===== config.mk =====
export PLATFORM = sky130hd
export DESIGN_NAME = apu_pulse_top
export DESIGN_NICKNAME = d
export VERILOG_FILES = /design/src/apu_pulse_pkg.sv /design/src/apu_length_rom.sv /design/src/apu_frame_seq.sv /design/src/apu_reg_decode.sv /design/src/apu_pulse.sv /design/src/apu_pulse_mixer.sv /design/src/apu_pulse_top.sv
export SDC_FILE = /design/constraint.sdc
export NUM_CORES = 1
export LEC_CHECK = 0
export BUFFER_PORTS_ARGS = -buffer_cell sky130_fd_sc_hd__buf_4
export CAP_MARGIN = 20
export CORE_MARGIN = 4
export CORE_UTILIZATION = 50
export DETAILED_ROUTE_END_ITERATION = 12
export GPL_ROUTABILITY_DRIVEN = 0
export GPL_TIMING_DRIVEN = 0
export PLACE_DENSITY_LB_ADDON = 0.25
export SYNTH_ARGS = -nofsm -noshare
export SYNTH_HDL_FRONTEND = slang
export SYNTH_SLANG_ARGS = --single-unit

===== constraint.sdc =====
create_clock -name sys_clk -period 2.8 [get_ports sys_clk]
set_input_delay 0.42 -clock sys_clk [delete_from_list [all_inputs] [get_ports sys_clk]]
set_output_delay 0.42 -clock sys_clk [all_outputs]
set_load 0.05 [all_outputs]

===== src/apu_pulse_pkg.sv =====
`default_nettype none

package apu_pulse_pkg;

	// Widths and counts
	localparam int NUM_CH  = 2;
	localparam int DATA_W  = 8;
	localparam int ADDR_W  = 5;
	localparam int VOL_W   = 4;
	localparam int MIX_W   = 5;
	localparam int TIMER_W = 11;
	localparam int LEN_W   = 8;

	// Index into the note-length table
	localparam int LEN_IDX_W = 5;

	// Register map, channel in addr[4:2] and register in addr[1:0]
	localparam int REG_PER_CH = 4;
	localparam logic [1:0] REG_CTRL  = 2'd0;
	localparam logic [1:0] REG_TIMER = 2'd2;
	localparam logic [1:0] REG_LEN   = 2'd3;
	localparam logic [ADDR_W-1:0] ADDR_STATUS = 5'h15;

	// Frame timing in sys_clk cycles
	localparam int APU_DIV    = 2;
	// Far shorter than real hardware to keep runs quick
	localparam int QFRAME_DIV = 256;

	localparam int APU_CNT_W    = $clog2(APU_DIV);
	localparam int QFRAME_CNT_W = $clog2(QFRAME_DIV);

endpackage

`default_nettype wire


===== src/apu_length_rom.sv =====
`timescale 1ns/1ps
`default_nettype none

module apu_length_rom
	import apu_pulse_pkg::*;
(
	input  logic                 sys_clk,
	input  logic [LEN_IDX_W-1:0] length_idx,
	output logic [LEN_W-1:0]     length_val
);

	// Standard note-length table, registered output
	always_ff @(posedge sys_clk) begin
		case (length_idx)
			5'd0:  length_val <= 8'd10;
			5'd1:  length_val <= 8'd254;
			5'd2:  length_val <= 8'd20;
			5'd3:  length_val <= 8'd2;
			5'd4:  length_val <= 8'd40;
			5'd5:  length_val <= 8'd4;
			5'd6:  length_val <= 8'd80;
			5'd7:  length_val <= 8'd6;
			5'd8:  length_val <= 8'd160;
			5'd9:  length_val <= 8'd8;
			5'd10: length_val <= 8'd60;
			5'd11: length_val <= 8'd10;
			5'd12: length_val <= 8'd14;
			5'd13: length_val <= 8'd12;
			5'd14: length_val <= 8'd26;
			5'd15: length_val <= 8'd14;
			5'd16: length_val <= 8'd12;
			5'd17: length_val <= 8'd16;
			5'd18: length_val <= 8'd24;
			5'd19: length_val <= 8'd18;
			5'd20: length_val <= 8'd48;
			5'd21: length_val <= 8'd20;
			5'd22: length_val <= 8'd96;
			5'd23: length_val <= 8'd22;
			5'd24: length_val <= 8'd192;
			5'd25: length_val <= 8'd24;
			5'd26: length_val <= 8'd72;
			5'd27: length_val <= 8'd26;
			5'd28: length_val <= 8'd16;
			5'd29: length_val <= 8'd28;
			5'd30: length_val <= 8'd32;
			default: length_val <= 8'd30;
		endcase
	end

endmodule

`default_nettype wire


===== src/apu_frame_seq.sv =====
`timescale 1ns/1ps
`default_nettype none

module apu_frame_seq
	import apu_pulse_pkg::*;
(
	input  logic sys_clk,
	input  logic sys_rst_n,
	output logic apu_tick,
	output logic qframe,
	output logic hframe
);

	logic [APU_CNT_W-1:0]    apu_cnt;
	logic [QFRAME_CNT_W-1:0] qf_cnt;
	logic                    half;

	// APU-rate divider
	always_ff @(posedge sys_clk or negedge sys_rst_n) begin
		if (!sys_rst_n) begin
			apu_cnt  <= '0;
			apu_tick <= 1'b0;
		end else if (apu_cnt == APU_CNT_W'(APU_DIV - 1)) begin
			apu_cnt  <= '0;
			apu_tick <= 1'b1;
		end else begin
			apu_cnt  <= apu_cnt + 1'b1;
			apu_tick <= 1'b0;
		end
	end

	// Quarter-frame counter, every other one is also a half frame
	always_ff @(posedge sys_clk or negedge sys_rst_n) begin
		if (!sys_rst_n) begin
			qf_cnt <= '0;
			half   <= 1'b0;
			qframe <= 1'b0;
			hframe <= 1'b0;
		end else if (qf_cnt == QFRAME_CNT_W'(QFRAME_DIV - 1)) begin
			qf_cnt <= '0;
			half   <= ~half;
			qframe <= 1'b1;
			hframe <= half;
		end else begin
			qf_cnt <= qf_cnt + 1'b1;
			qframe <= 1'b0;
			hframe <= 1'b0;
		end
	end

endmodule

`default_nettype wire


===== src/apu_reg_decode.sv =====
`timescale 1ns/1ps
`default_nettype none

module apu_reg_decode
	import apu_pulse_pkg::*;
(
	input  logic              sys_clk,
	input  logic              sys_rst_n,
	input  logic [ADDR_W-1:0] bus_addr,
	input  logic [DATA_W-1:0] bus_wdata,
	input  logic              bus_we,
	input  logic              bus_re,
	input  logic [NUM_CH-1:0] ch_act,
	output logic [NUM_CH-1:0] ch_sel,
	output logic [NUM_CH-1:0] ch_en,
	output logic [DATA_W-1:0] bus_rdata
);

	logic status_hit;

	assign status_hit = bus_addr == ADDR_STATUS;

	// Channel number sits above the two register bits
	always_comb begin
		for (int i = 0; i < NUM_CH; i++)
			ch_sel[i] = bus_addr[ADDR_W-1:2] == (ADDR_W-2)'(i);
	end

	always_ff @(posedge sys_clk or negedge sys_rst_n) begin
		if (!sys_rst_n)
			ch_en <= '0;
		else if (bus_we && status_hit)
			ch_en <= bus_wdata[NUM_CH-1:0];
	end

	// Read data holds until the next read strobe
	always_ff @(posedge sys_clk or negedge sys_rst_n) begin
		if (!sys_rst_n)
			bus_rdata <= '0;
		else if (bus_re)
			bus_rdata <= status_hit ? DATA_W'(ch_act) : '0;
	end

endmodule

`default_nettype wire


===== src/apu_pulse.sv =====
`timescale 1ns/1ps
`default_nettype none

module apu_pulse
	import apu_pulse_pkg::*;
(
	input  logic              sys_clk,
	input  logic              sys_rst_n,
	input  logic              apu_tick,
	input  logic              qframe,
	input  logic              hframe,
	input  logic              sel,
	input  logic              en,
	input  logic [1:0]        reg_addr,
	input  logic [DATA_W-1:0] reg_wdata,
	input  logic              reg_we,
	output logic              act,
	output logic [VOL_W-1:0]  out
);

	logic we;
	logic len_we;
	logic [DATA_W-1:0] regs [REG_PER_CH];

	assign we     = sel & reg_we;
	assign len_we = we && reg_addr == REG_LEN;

	// Register 1 holds the sweep setup, kept but not acted on
	always_ff @(posedge sys_clk or negedge sys_rst_n) begin
		if (!sys_rst_n) begin
			for (int i = 0; i < REG_PER_CH; i++)
				regs[i] <= '0;
		end else if (!en) begin
			for (int i = 0; i < REG_PER_CH; i++)
				regs[i] <= '0;
		end else if (we) begin
			regs[reg_addr] <= reg_wdata;
		end
	end

	logic [1:0]           duty;
	logic                 halt;
	logic                 const_vol;
	logic [VOL_W-1:0]     vol;
	logic [TIMER_W-1:0]   period;
	logic [LEN_IDX_W-1:0] length_idx;

	assign duty       = regs[REG_CTRL][7:6];
	assign halt       = regs[REG_CTRL][5];
	assign const_vol  = regs[REG_CTRL][4];
	// Volume doubles as the envelope period, halt as envelope loop
	assign vol        = regs[REG_CTRL][3:0];
	assign period     = {regs[REG_LEN][2:0], regs[REG_TIMER]};
	assign length_idx = regs[REG_LEN][7:3];

	// Period timer and duty sequencer
	logic [TIMER_W-1:0] timer_cnt;
	logic [2:0]         seq_step;
	logic               gate_timer;

	always_ff @(posedge sys_clk or negedge sys_rst_n) begin
		if (!sys_rst_n) begin
			timer_cnt  <= '0;
			seq_step   <= '0;
			gate_timer <= 1'b0;
		end else if (!en) begin
			timer_cnt  <= '0;
			seq_step   <= '0;
			gate_timer <= 1'b0;
		end else if (apu_tick) begin
			if (timer_cnt == '0) begin
				timer_cnt  <= period;
				seq_step   <= seq_step - 3'd1;
				// Periods below 8 are ultrasonic, mute them
				gate_timer <= period[TIMER_W-1:3] != '0;
			end else begin
				timer_cnt <= timer_cnt - 1'b1;
			end
		end
	end

	logic gate_seq;

	always_comb begin
		case (duty)
			2'd0:    gate_seq = seq_step == 3'b111;
			2'd1:    gate_seq = seq_step[2:1] == 2'b11;
			2'd2:    gate_seq = seq_step[2];
			default: gate_seq = seq_step[2:1] != 2'b11;
		endcase
	end

	// Envelope
	logic             env_start;
	logic [VOL_W-1:0] env_div;
	logic [VOL_W-1:0] env_cnt;
	logic [VOL_W-1:0] env_out;

	always_ff @(posedge sys_clk or negedge sys_rst_n) begin
		if (!sys_rst_n) begin
			env_start <= 1'b0;
			env_div   <= '0;
			env_cnt   <= '0;
		end else if (!en) begin
			env_start <= 1'b0;
			env_div   <= '0;
			env_cnt   <= '0;
		end else begin
			if (len_we)
				env_start <= 1'b1;
			else if (qframe)
				env_start <= 1'b0;

			if (qframe) begin
				if (env_start) begin
					env_div <= vol;
					env_cnt <= '1;
				end else if (env_div == '0) begin
					env_div <= vol;
					if (halt || env_cnt != '0)
						env_cnt <= env_cnt - 1'b1;
				end else begin
					env_div <= env_div - 1'b1;
				end
			end
		end
	end

	assign env_out = const_vol ? vol : env_cnt;

	// Length counter
	logic             lc_req;
	logic             lc_pending;
	logic             gate_lc;
	logic [LEN_W-1:0] lc_cnt;
	logic [LEN_W-1:0] length_val;

	apu_length_rom u_length_rom (
		.sys_clk    (sys_clk),
		.length_idx (length_idx),
		.length_val (length_val)
	);

	// lc_req waits a cycle so the table output matches the new index
	always_ff @(posedge sys_clk or negedge sys_rst_n) begin
		if (!sys_rst_n) begin
			lc_req     <= 1'b0;
			lc_pending <= 1'b0;
			lc_cnt     <= '0;
			gate_lc    <= 1'b0;
		end else begin
			lc_req <= len_we & en;
			if (hframe)
				gate_lc <= en && lc_cnt != '0;

			if (!en) begin
				lc_pending <= 1'b0;
				lc_cnt     <= '0;
			end else if (hframe && lc_pending) begin
				lc_cnt     <= length_val;
				lc_pending <= lc_req;
			end else begin
				if (lc_req)
					lc_pending <= 1'b1;
				if (hframe && !halt && lc_cnt != '0)
					lc_cnt <= lc_cnt - 1'b1;
			end
		end
	end

	assign act = gate_lc;
	assign out = (en && gate_lc && gate_timer && gate_seq) ? env_out : '0;

endmodule

`default_nettype wire


===== src/apu_pulse_mixer.sv =====
`timescale 1ns/1ps
`default_nettype none

module apu_pulse_mixer
	import apu_pulse_pkg::*;
(
	input  logic                         sys_clk,
	input  logic                         sys_rst_n,
	input  logic [NUM_CH-1:0][VOL_W-1:0] ch_out,
	output logic [MIX_W-1:0]             audio_out
);

	logic [MIX_W-1:0] sum;

	// Plain linear sum
	always_comb begin
		sum = '0;
		for (int i = 0; i < NUM_CH; i++)
			sum = sum + MIX_W'(ch_out[i]);
	end

	always_ff @(posedge sys_clk or negedge sys_rst_n) begin
		if (!sys_rst_n)
			audio_out <= '0;
		else
			audio_out <= sum;
	end

endmodule

`default_nettype wire


===== src/apu_pulse_top.sv =====
`timescale 1ns/1ps
`default_nettype none

module apu_pulse_top
	import apu_pulse_pkg::*;
(
	input  logic              sys_clk,
	input  logic              sys_rst_n,
	input  logic [ADDR_W-1:0] bus_addr,
	input  logic [DATA_W-1:0] bus_wdata,
	input  logic              bus_we,
	input  logic              bus_re,
	output logic [DATA_W-1:0] bus_rdata,
	output logic [MIX_W-1:0]  audio_out
);

	logic apu_tick;
	logic qframe;
	logic hframe;

	logic [NUM_CH-1:0]            ch_sel;
	logic [NUM_CH-1:0]            ch_en;
	logic [NUM_CH-1:0]            ch_act;
	logic [NUM_CH-1:0][VOL_W-1:0] ch_out;

	apu_frame_seq u_frame_seq (
		.sys_clk   (sys_clk),
		.sys_rst_n (sys_rst_n),
		.apu_tick  (apu_tick),
		.qframe    (qframe),
		.hframe    (hframe)
	);

	apu_reg_decode u_reg_decode (
		.sys_clk   (sys_clk),
		.sys_rst_n (sys_rst_n),
		.bus_addr  (bus_addr),
		.bus_wdata (bus_wdata),
		.bus_we    (bus_we),
		.bus_re    (bus_re),
		.ch_act    (ch_act),
		.ch_sel    (ch_sel),
		.ch_en     (ch_en),
		.bus_rdata (bus_rdata)
	);

	// Register address and data are shared, ch_sel picks the channel
	generate
		for (genvar i = 0; i < NUM_CH; i++) begin : g_ch
			apu_pulse u_pulse (
				.sys_clk   (sys_clk),
				.sys_rst_n (sys_rst_n),
				.apu_tick  (apu_tick),
				.qframe    (qframe),
				.hframe    (hframe),
				.sel       (ch_sel[i]),
				.en        (ch_en[i]),
				.reg_addr  (bus_addr[1:0]),
				.reg_wdata (bus_wdata),
				.reg_we    (bus_we),
				.act       (ch_act[i]),
				.out       (ch_out[i])
			);
		end
	endgenerate

	apu_pulse_mixer u_mixer (
		.sys_clk   (sys_clk),
		.sys_rst_n (sys_rst_n),
		.ch_out    (ch_out),
		.audio_out (audio_out)
	);

endmodule

`default_nettype wire


# [Word level (Yosys, flattened, before mapping)]
# Memory sizes are Yosys's and may differ from the RTL's. A register that Yosys moved wholly into a read port is not among the register bits.
# Index checks and enable logic that the tools add are counted.
[totals] ff_bits=178 rom_bits=448 out_inout_bits=13 n_memories=2
[op_classes] add_sub_neg=13 n_mux=73 n_eq_ne=32 reduce_logical=39 n_lt_le_gt_ge=2 n_bitwise=6
[mem_list] name="(no name shown)" words=32 width=7 rd=1 rd_clocked_by_memory_dff=1 wr=0 line_no="apu_length_rom.sv:14" source="case (length_idx)"
[mem_list] name="(no name shown)" words=32 width=7 rd=1 rd_clocked_by_memory_dff=1 wr=0 line_no="apu_length_rom.sv:14"
[op_table] operator="32-bit 2-to-1 mux" n=4
[op_table] operator="4-bit 2-to-1 mux" n=22
[op_table] operator="11-bit 2-to-1 mux" n=6
[op_table] operator="32-bit bitwise mux" n=2
[op_table] operator="8-bit 2-to-1 mux" n=8
[op_table] operator="8-bit nonzero test" n=4
[op_table] operator="3-bit by 1-bit inequality test with 1-bit output, second input constant" n=8
[op_table] operator="11-bit zero test" n=2
[op_table] operator="11-bit by 1-bit subtractor with 11-bit output, second input constant" n=2
[op_table] operator="1-bit 2-to-1 mux" n=21
[op_table] operator="1-bit logical AND" n=18
[op_table] operator="3-bit 2-to-1 mux" n=6
[op_table] operator="8-bit demux with 2-bit select" n=1
[op_table] operator="4-bit by 1-bit subtractor with 4-bit output, second input constant" n=4
[op_table] operator="8-bit by 1-bit subtractor with 8-bit output, second input constant" n=2
[op_table] operator="2-bit inequality test, second input constant" n=6
[op_table] operator="2-bit equality test, second input constant" n=5
[op_table] operator="8-bit by 1-bit adder with 8-bit output, second input constant" n=1
[op_table] operator="8-bit equality test, second input constant" n=1
[op_table] operator="4-bit zero test" n=2
[op_table] operator="2-bit by 1-bit inequality test with 1-bit output, second input constant" n=4
[op_table] operator="4-bit nonzero test" n=2
[op_table] operator="3-bit equality test, second input constant" n=2
[op_table] operator="3-bit by 2-bit inequality test with 1-bit output, second input constant" n=2
[op_table] operator="19 further kinds" n=30

# [Logic depth before layout (Yosys ltp)]
[depth] ltp_word=8 ltp_mapped=9

# [By module]
# From an unflattened synthesis, not the netlist that was laid out.
[unflattened] cells_unflattened=934 area_unflattened_um2=8720.9
[by_module_without_submodules] mod="apu_pulse at g_ch[1].u_pulse" seq_area_each_um2=1476.4 cells_per_inst=378 instances=1 area_per_inst_um2=3389.5
[by_module_without_submodules] mod="apu_pulse at g_ch[0].u_pulse" seq_area_each_um2=1476.4 cells_per_inst=347 instances=1 area_per_inst_um2=3209.3
[by_module_without_submodules] mod="apu_length_rom" seq_area_each_um2=140.1 cells_per_inst=62 instances=2 area_per_inst_um2=554.3
[by_module_without_submodules] mod="apu_frame_seq" seq_area_each_um2=325.3 cells_per_inst=40 instances=1 area_per_inst_um2=505.5
[by_module_without_submodules] mod="apu_pulse_mixer" seq_area_each_um2=125.1 cells_per_inst=21 instances=1 area_per_inst_um2=261.5
[by_module_without_submodules] mod="apu_reg_decode" seq_area_each_um2=100.1 cells_per_inst=24 instances=1 area_per_inst_um2=246.5

# [Worst setup path after synthesis]
# Ideal clock, no wire load.
[synth_path] kind="register -> register" startpoint="reg g_ch[0].u_pulse.seq_step[1]" endpoint="reg u_mixer.audio_out[4]" setup_ns=0.118 arrival_time_ns=2.028 stages_incl_launch_ff=10 path_buffers=0 t_required_ns=2.682 slack_ns=0.654 cell_sequence="dfrtp_1 ha_1 nor2b_1 a211oi_1 or3_1 nor2_1 ha_1 fa_1 a21o_1 a21o_1"
[synth_between] elab_chain_cells=5 word_cells_on_any_way=7 cone_classes="1 x add/sub; 3 x eq/ne; 2 x mux; 1 x reduce/logical"
[synth_rtl] item="start: declaration" line_no="apu_pulse.sv:58" source="logic [2:0] seq_step;"
[synth_rtl] item="start signal: assignment" line_no="apu_pulse.sv:73" source="seq_step <= seq_step - 3'd1;"
[synth_rtl] item="3-bit equality test, or another cell as far along" line_no="apu_pulse.sv:86" source="2'd0: gate_seq = seq_step == 3'b111;"
[synth_rtl] item="1-bit one-hot mux with 3 select lines (*)" line_no="apu_pulse.sv:85" source="case (duty)"
[synth_rtl] item="1-bit logical AND (*)" line_no="apu_pulse.sv:172" source="assign out = (en && gate_lc && gate_timer && gate_seq) ? env_out : '0;"
[synth_rtl] item="4-bit 2-to-1 mux (*)" line_no="apu_pulse.sv:172"
[synth_rtl] item="4-bit by 4-bit adder with 5-bit output (*)" line_no="apu_pulse_mixer.sv:19" source="sum = sum + MIX_W'(ch_out[i]);"
[synth_rtl] item="via u_mixer.sum[4]" line_no="apu_pulse_mixer.sv:13" source="logic [MIX_W-1:0] sum;"
[synth_rtl] item="end signal: assignment" line_no="apu_pulse_mixer.sv:26" source="audio_out <= sum;"
[synth_rtl] item="end: declaration" line_no="apu_pulse_mixer.sv:10" source="output logic [MIX_W-1:0] audio_out"
# Mark *: on every way through the listed nets, which the timed path passes. The rest lies on a longest branch.
# A chain may end at the register's enable or synchronous reset.

# [Worst setup path in the final report]
[layout_path] startpoint="reg g_ch[1].u_pulse.seq_step[1]" endpoint="reg u_mixer.audio_out[4]"
[layout_between] elab_chain_cells=5 word_cells_on_any_way=7 cone_classes="1 x add/sub; 3 x eq/ne; 2 x mux; 1 x reduce/logical"
[layout_rtl] item="start: declaration" line_no="apu_pulse.sv:58"
[layout_rtl] item="start signal: assignment" line_no="apu_pulse.sv:73"
[layout_rtl] item="3-bit equality test, or another cell as far along" line_no="apu_pulse.sv:86"
[layout_rtl] item="1-bit one-hot mux with 3 select lines (*)" line_no="apu_pulse.sv:85"
[layout_rtl] item="1-bit logical AND (*)" line_no="apu_pulse.sv:172"
[layout_rtl] item="4-bit 2-to-1 mux (*)" line_no="apu_pulse.sv:172"
[layout_rtl] item="4-bit by 4-bit adder with 5-bit output (*)" line_no="apu_pulse_mixer.sv:19"
[layout_rtl] item="via u_mixer.sum[4]" line_no="apu_pulse_mixer.sv:13"
# Marked as above.

==> results.ini <==
[routing]
post-route-drc-count = 0
wire_per_inst_um = 17.4
drt_wl_total_um = 20400
via_count = 6771
drt_iter0_drc = 528
detail_route.vias_per_cell = 5.76
drt_first_pass_iters = 5
final_antenna_net_count = 0

[global_routing]
grt_util_all_layers_pct = 23.0
gr-total-overflow = 0
pin_count_of_the_biggest_net_entering_global_routing = 83
antenna_found_initial = 0
grt_pass1_wl_um = 33700
first_global_vias = 6489

[timing]
finalHoldWorstSlack_ps = 20.9
timing.fmax_mhz = 417
layout_min_cycle_time_ps = 2400
worstMarginPinSlew_ps = 842
report.final.slew_viol_count = 0
final.setup_skew_ps = 8.64
min_period_over_period_pct = 85.6
finalSetupViolCount = 0
maxSlewHeadroom_pct = 43.7
final.setup.worst_slack_ps = 402
hold_viol_final = 0
rsz0062_at_grt = false
totalNegativeSetupSlack_ps = 0

[worst_setup_path]
max_stage_delay_ps = 420
cpMaxStageDelayCell = sky130_fd_sc_hd__dfrtp_1
setup.worst_path.end_class = register
chain_of_cells_forming_the_critical_path = ha_1 -> nor2b_1 -> a211oi_1 -> or3_1 -> nor2_1 -> ha_1 -> fa_1 -> a21o_1 -> a21o_1
critical_path.n_buffers_inverters = 0
critical_path.top_delay_family = adder cells
critical_path_arrival_ps = 2710
cp-start-kind = register
cp_max_fo = 4
crit_type = register to register
worst_ep_required_time_ps = 3110

[finish]
filler_cell_count = 1453
num_antenna_cells = 0
layout_cell_share_with_drive_strength_beyond_1_pct = 8.65
mostFrequentLayoutCells = 140 x sky130_fd_sc_hd__dfrtp_1, 86 x sky130_fd_sc_hd__nand2_1, 70 x sky130_fd_sc_hd__nor2_1, 68 x sky130_fd_sc_hd__a21oi_1, 55 x sky130_fd_sc_hd__mux2i_1
num-nets-final = 1001
most_common_cell_after_layout_fill_and_taps_aside = sky130_fd_sc_hd__dfrtp_1
area_delta_synth_final_pct = 13.4

[synthesis]
synthDominantCellAreaShare_pct = 41.9
yosysWarnings = 0
synth_seq_cells = 154
mean_syn_cell_area_sq_um = 9.28
synth_top_area_cell = sky130_fd_sc_hd__dfrtp_1
synth.yosys.seq_area_share_pct = 45.3
synthDistinctLibCells = 73
synthesis.area_sq_mm = 0.00835
instance_count_of_the_mapped_netlist = 900
largest_cells_by_area_after_synthesis = sky130_fd_sc_hd__dfrtp_1 42%, sky130_fd_sc_hd__mux2i_1 6.6%, sky130_fd_sc_hd__ha_1 5.2%
yosys_most_used_dff = sky130_fd_sc_hd__dfrtp_1
number_of_enable_flip_flop_cells_after_synthesis = 0
synth_async_sr_flop_share_pct = 90.9

[hold_path]
holdCritPathClass = primary input to async pin

[clocking]
cts.sinks = 154
clk_transition_reported_paths_ps = 60
htreeDepth = 4
cts_resized = 0
hold_buffers = 0
numCtsBuffers = 17
ctsLongestPathBuffers = 2
clk-insertion-delay-late_ps = 430
cts_tree = yes
cts_post_setup_buffers_inserted = 0
clock_root_buffer = sky130_fd_sc_hd__clkbuf_16

[placed_design]
preCtsSetupSlack_ps = 419
dpl.hpwl_um = 14000
port_buffers = 23

[floorplanning]
floorplan.initialDensity_pct = 51.8
dieArea_sq_mm = 0.0188
fp.coreArea_sq_mm = 0.0161
ios = 30
dieHeight_um = 137
num_rows = 46
die_width_um = 137

[pwr]
vdd.ir_drop.worst_uv = 444
power_per_cell_area_mw_per_mm2 = 554
cellLeakagePower_nw = 4.06

[flow_run]
timing.max_cap.violations = 0

[outcome]
run_status = complete, no violations

worst paths after layout:
kind                                              from                      endpoint  slack, ps  cells past startpoint
hold / removal                               sys_rst_n     g_ch[1].u_pulse.lc_cnt[5]         20                      1
max in group asynchronous                    sys_rst_n  g_ch[0].u_pulse.timer_cnt[6]       2000                      2
setup / recovery           g_ch[1].u_pulse.seq_step[1]          u_mixer.audio_out[4]        400                      9
hold reg to reg                    u_frame_seq.apu_cnt          u_frame_seq.apu_tick        380                      0
setup reg to reg           g_ch[1].u_pulse.seq_step[1]          u_mixer.audio_out[4]        400                      9
min in group sys_clk                            bus_re     u_reg_decode.bus_rdata[0]        200                      2
final cells by class:
class / count / area (sq um) / share of cell area, %
multi-input cells: 643 / 4150 / 43.8
flip-flops and latches: 154 / 3780 / 39.9
clock buffers: 18 / 429 / 4.53
well taps: 216 / 270 / 2.85
plain buffers: 55 / 238 / 2.51
repair buffers: 24 / 204 / 2.15
clock inverters: 13 / 200 / 2.11
inverters: 53 / 199 / 2.10
layer usage:
layer	vias to the layer above	routed length, um	global-route usage, %
met5	-	0	0
met4	0	326	6.49
met3	30	1110	5.08
met2	191	9400	35.4
met1	3246	9600	32.8
li1	3304	-	-
registers in the layout, indices dropped and copies added, names as in the netlist, 2 cells and up:
signal and flops:
g_ch.u_pulse.act 2, g_ch.u_pulse.const_vol 2, g_ch.u_pulse.duty 4, g_ch.u_pulse.env_cnt 8, g_ch.u_pulse.env_div 8, g_ch.u_pulse.env_start 2, g_ch.u_pulse.gate_timer 2, g_ch.u_pulse.halt 2
g_ch.u_pulse.lc_cnt 16, g_ch.u_pulse.lc_pending 2, g_ch.u_pulse.lc_req 2, g_ch.u_pulse.length_idx 10, g_ch.u_pulse.period 22, g_ch.u_pulse.regs 8, g_ch.u_pulse.seq_step 6, g_ch.u_pulse.timer_cnt 22
g_ch.u_pulse.u_length_rom.length_val 14, u_frame_seq.qf_cnt 8, u_mixer.audio_out 5, u_reg_decode.bus_rdata 2, u_reg_decode.ch_en 2
cell usage after synthesis, types with 10 or more instances:
library cell,instances
sky130_fd_sc_hd__a211oi_1,12
sky130_fd_sc_hd__a21oi_1,68
sky130_fd_sc_hd__a31oi_1,13
sky130_fd_sc_hd__clkbuf_1,45
sky130_fd_sc_hd__dfrtp_1,140
sky130_fd_sc_hd__dfxtp_1,14
sky130_fd_sc_hd__ha_1,35
sky130_fd_sc_hd__inv_1,51
sky130_fd_sc_hd__mux2i_1,55
sky130_fd_sc_hd__nand2_1,86
sky130_fd_sc_hd__nand3_1,38
sky130_fd_sc_hd__nor2_1,70
sky130_fd_sc_hd__nor2b_1,14
sky130_fd_sc_hd__nor3_1,23
sky130_fd_sc_hd__nor4_1,11
sky130_fd_sc_hd__o21ai_0,42
sky130_fd_sc_hd__o22ai_1,10
where the power goes:
part | leakage (nW) | internal (W) | switching [W] | total (W)
clock | 0.311 | 0.00157 | 0.000922 | 0.00249
combinational | 1.71 | 0.000125 | 0.000348 | 0.000473
sequential | 2.04 | 0.00226 | 0.0000303 | 0.00229
total | 4.06 | 0.00395 | 0.00130 | 0.00525
cells by family (layout without fill, tap and decap cells):
| kind of cell | after synthesis | count (layout) | share of synthesized area, % |
|---|---|---|---|
| simple gates | 322 | 322 | 19.8 |
| fa+ha+maj | 36 | 36 | 5.48 |
| xor+xnor | 12 | 12 | 1.26 |
| mux | 62 | 62 | 7.67 |
| buf+inv | 108 | 163 | 5.23 |
| flops | 154 | 154 | 45.3 |
| compound gates | 205 | 205 | 15.2 |
| other cells | 1 | 6 | 0.0449 |
worst reg2reg max path, delay by kind of cell (launching register included):
| kind | cells | cell delay, ps |
|---|---|---|
| simple gates | 3 | 460 |
| compound gates | 3 | 580 |
| flops | 1 | 420 |
| fa+ha+maj | 3 | 820 |
through the flow:
step	cell area [sq um]	power, W	std cells	util, %
after floorplan	8370	0.00258	905	-
after global placement	8820	0.00278	1144	54.7
after detailed placement	8850	0.00279	1145	54.9
after CTS	9480	0.00528	1176	58.8
after global routing	9480	0.00544	1176	58.8
final	9480	0.00525	1176	58.8
No activity file was read; power rests on OpenSTA's default activity.
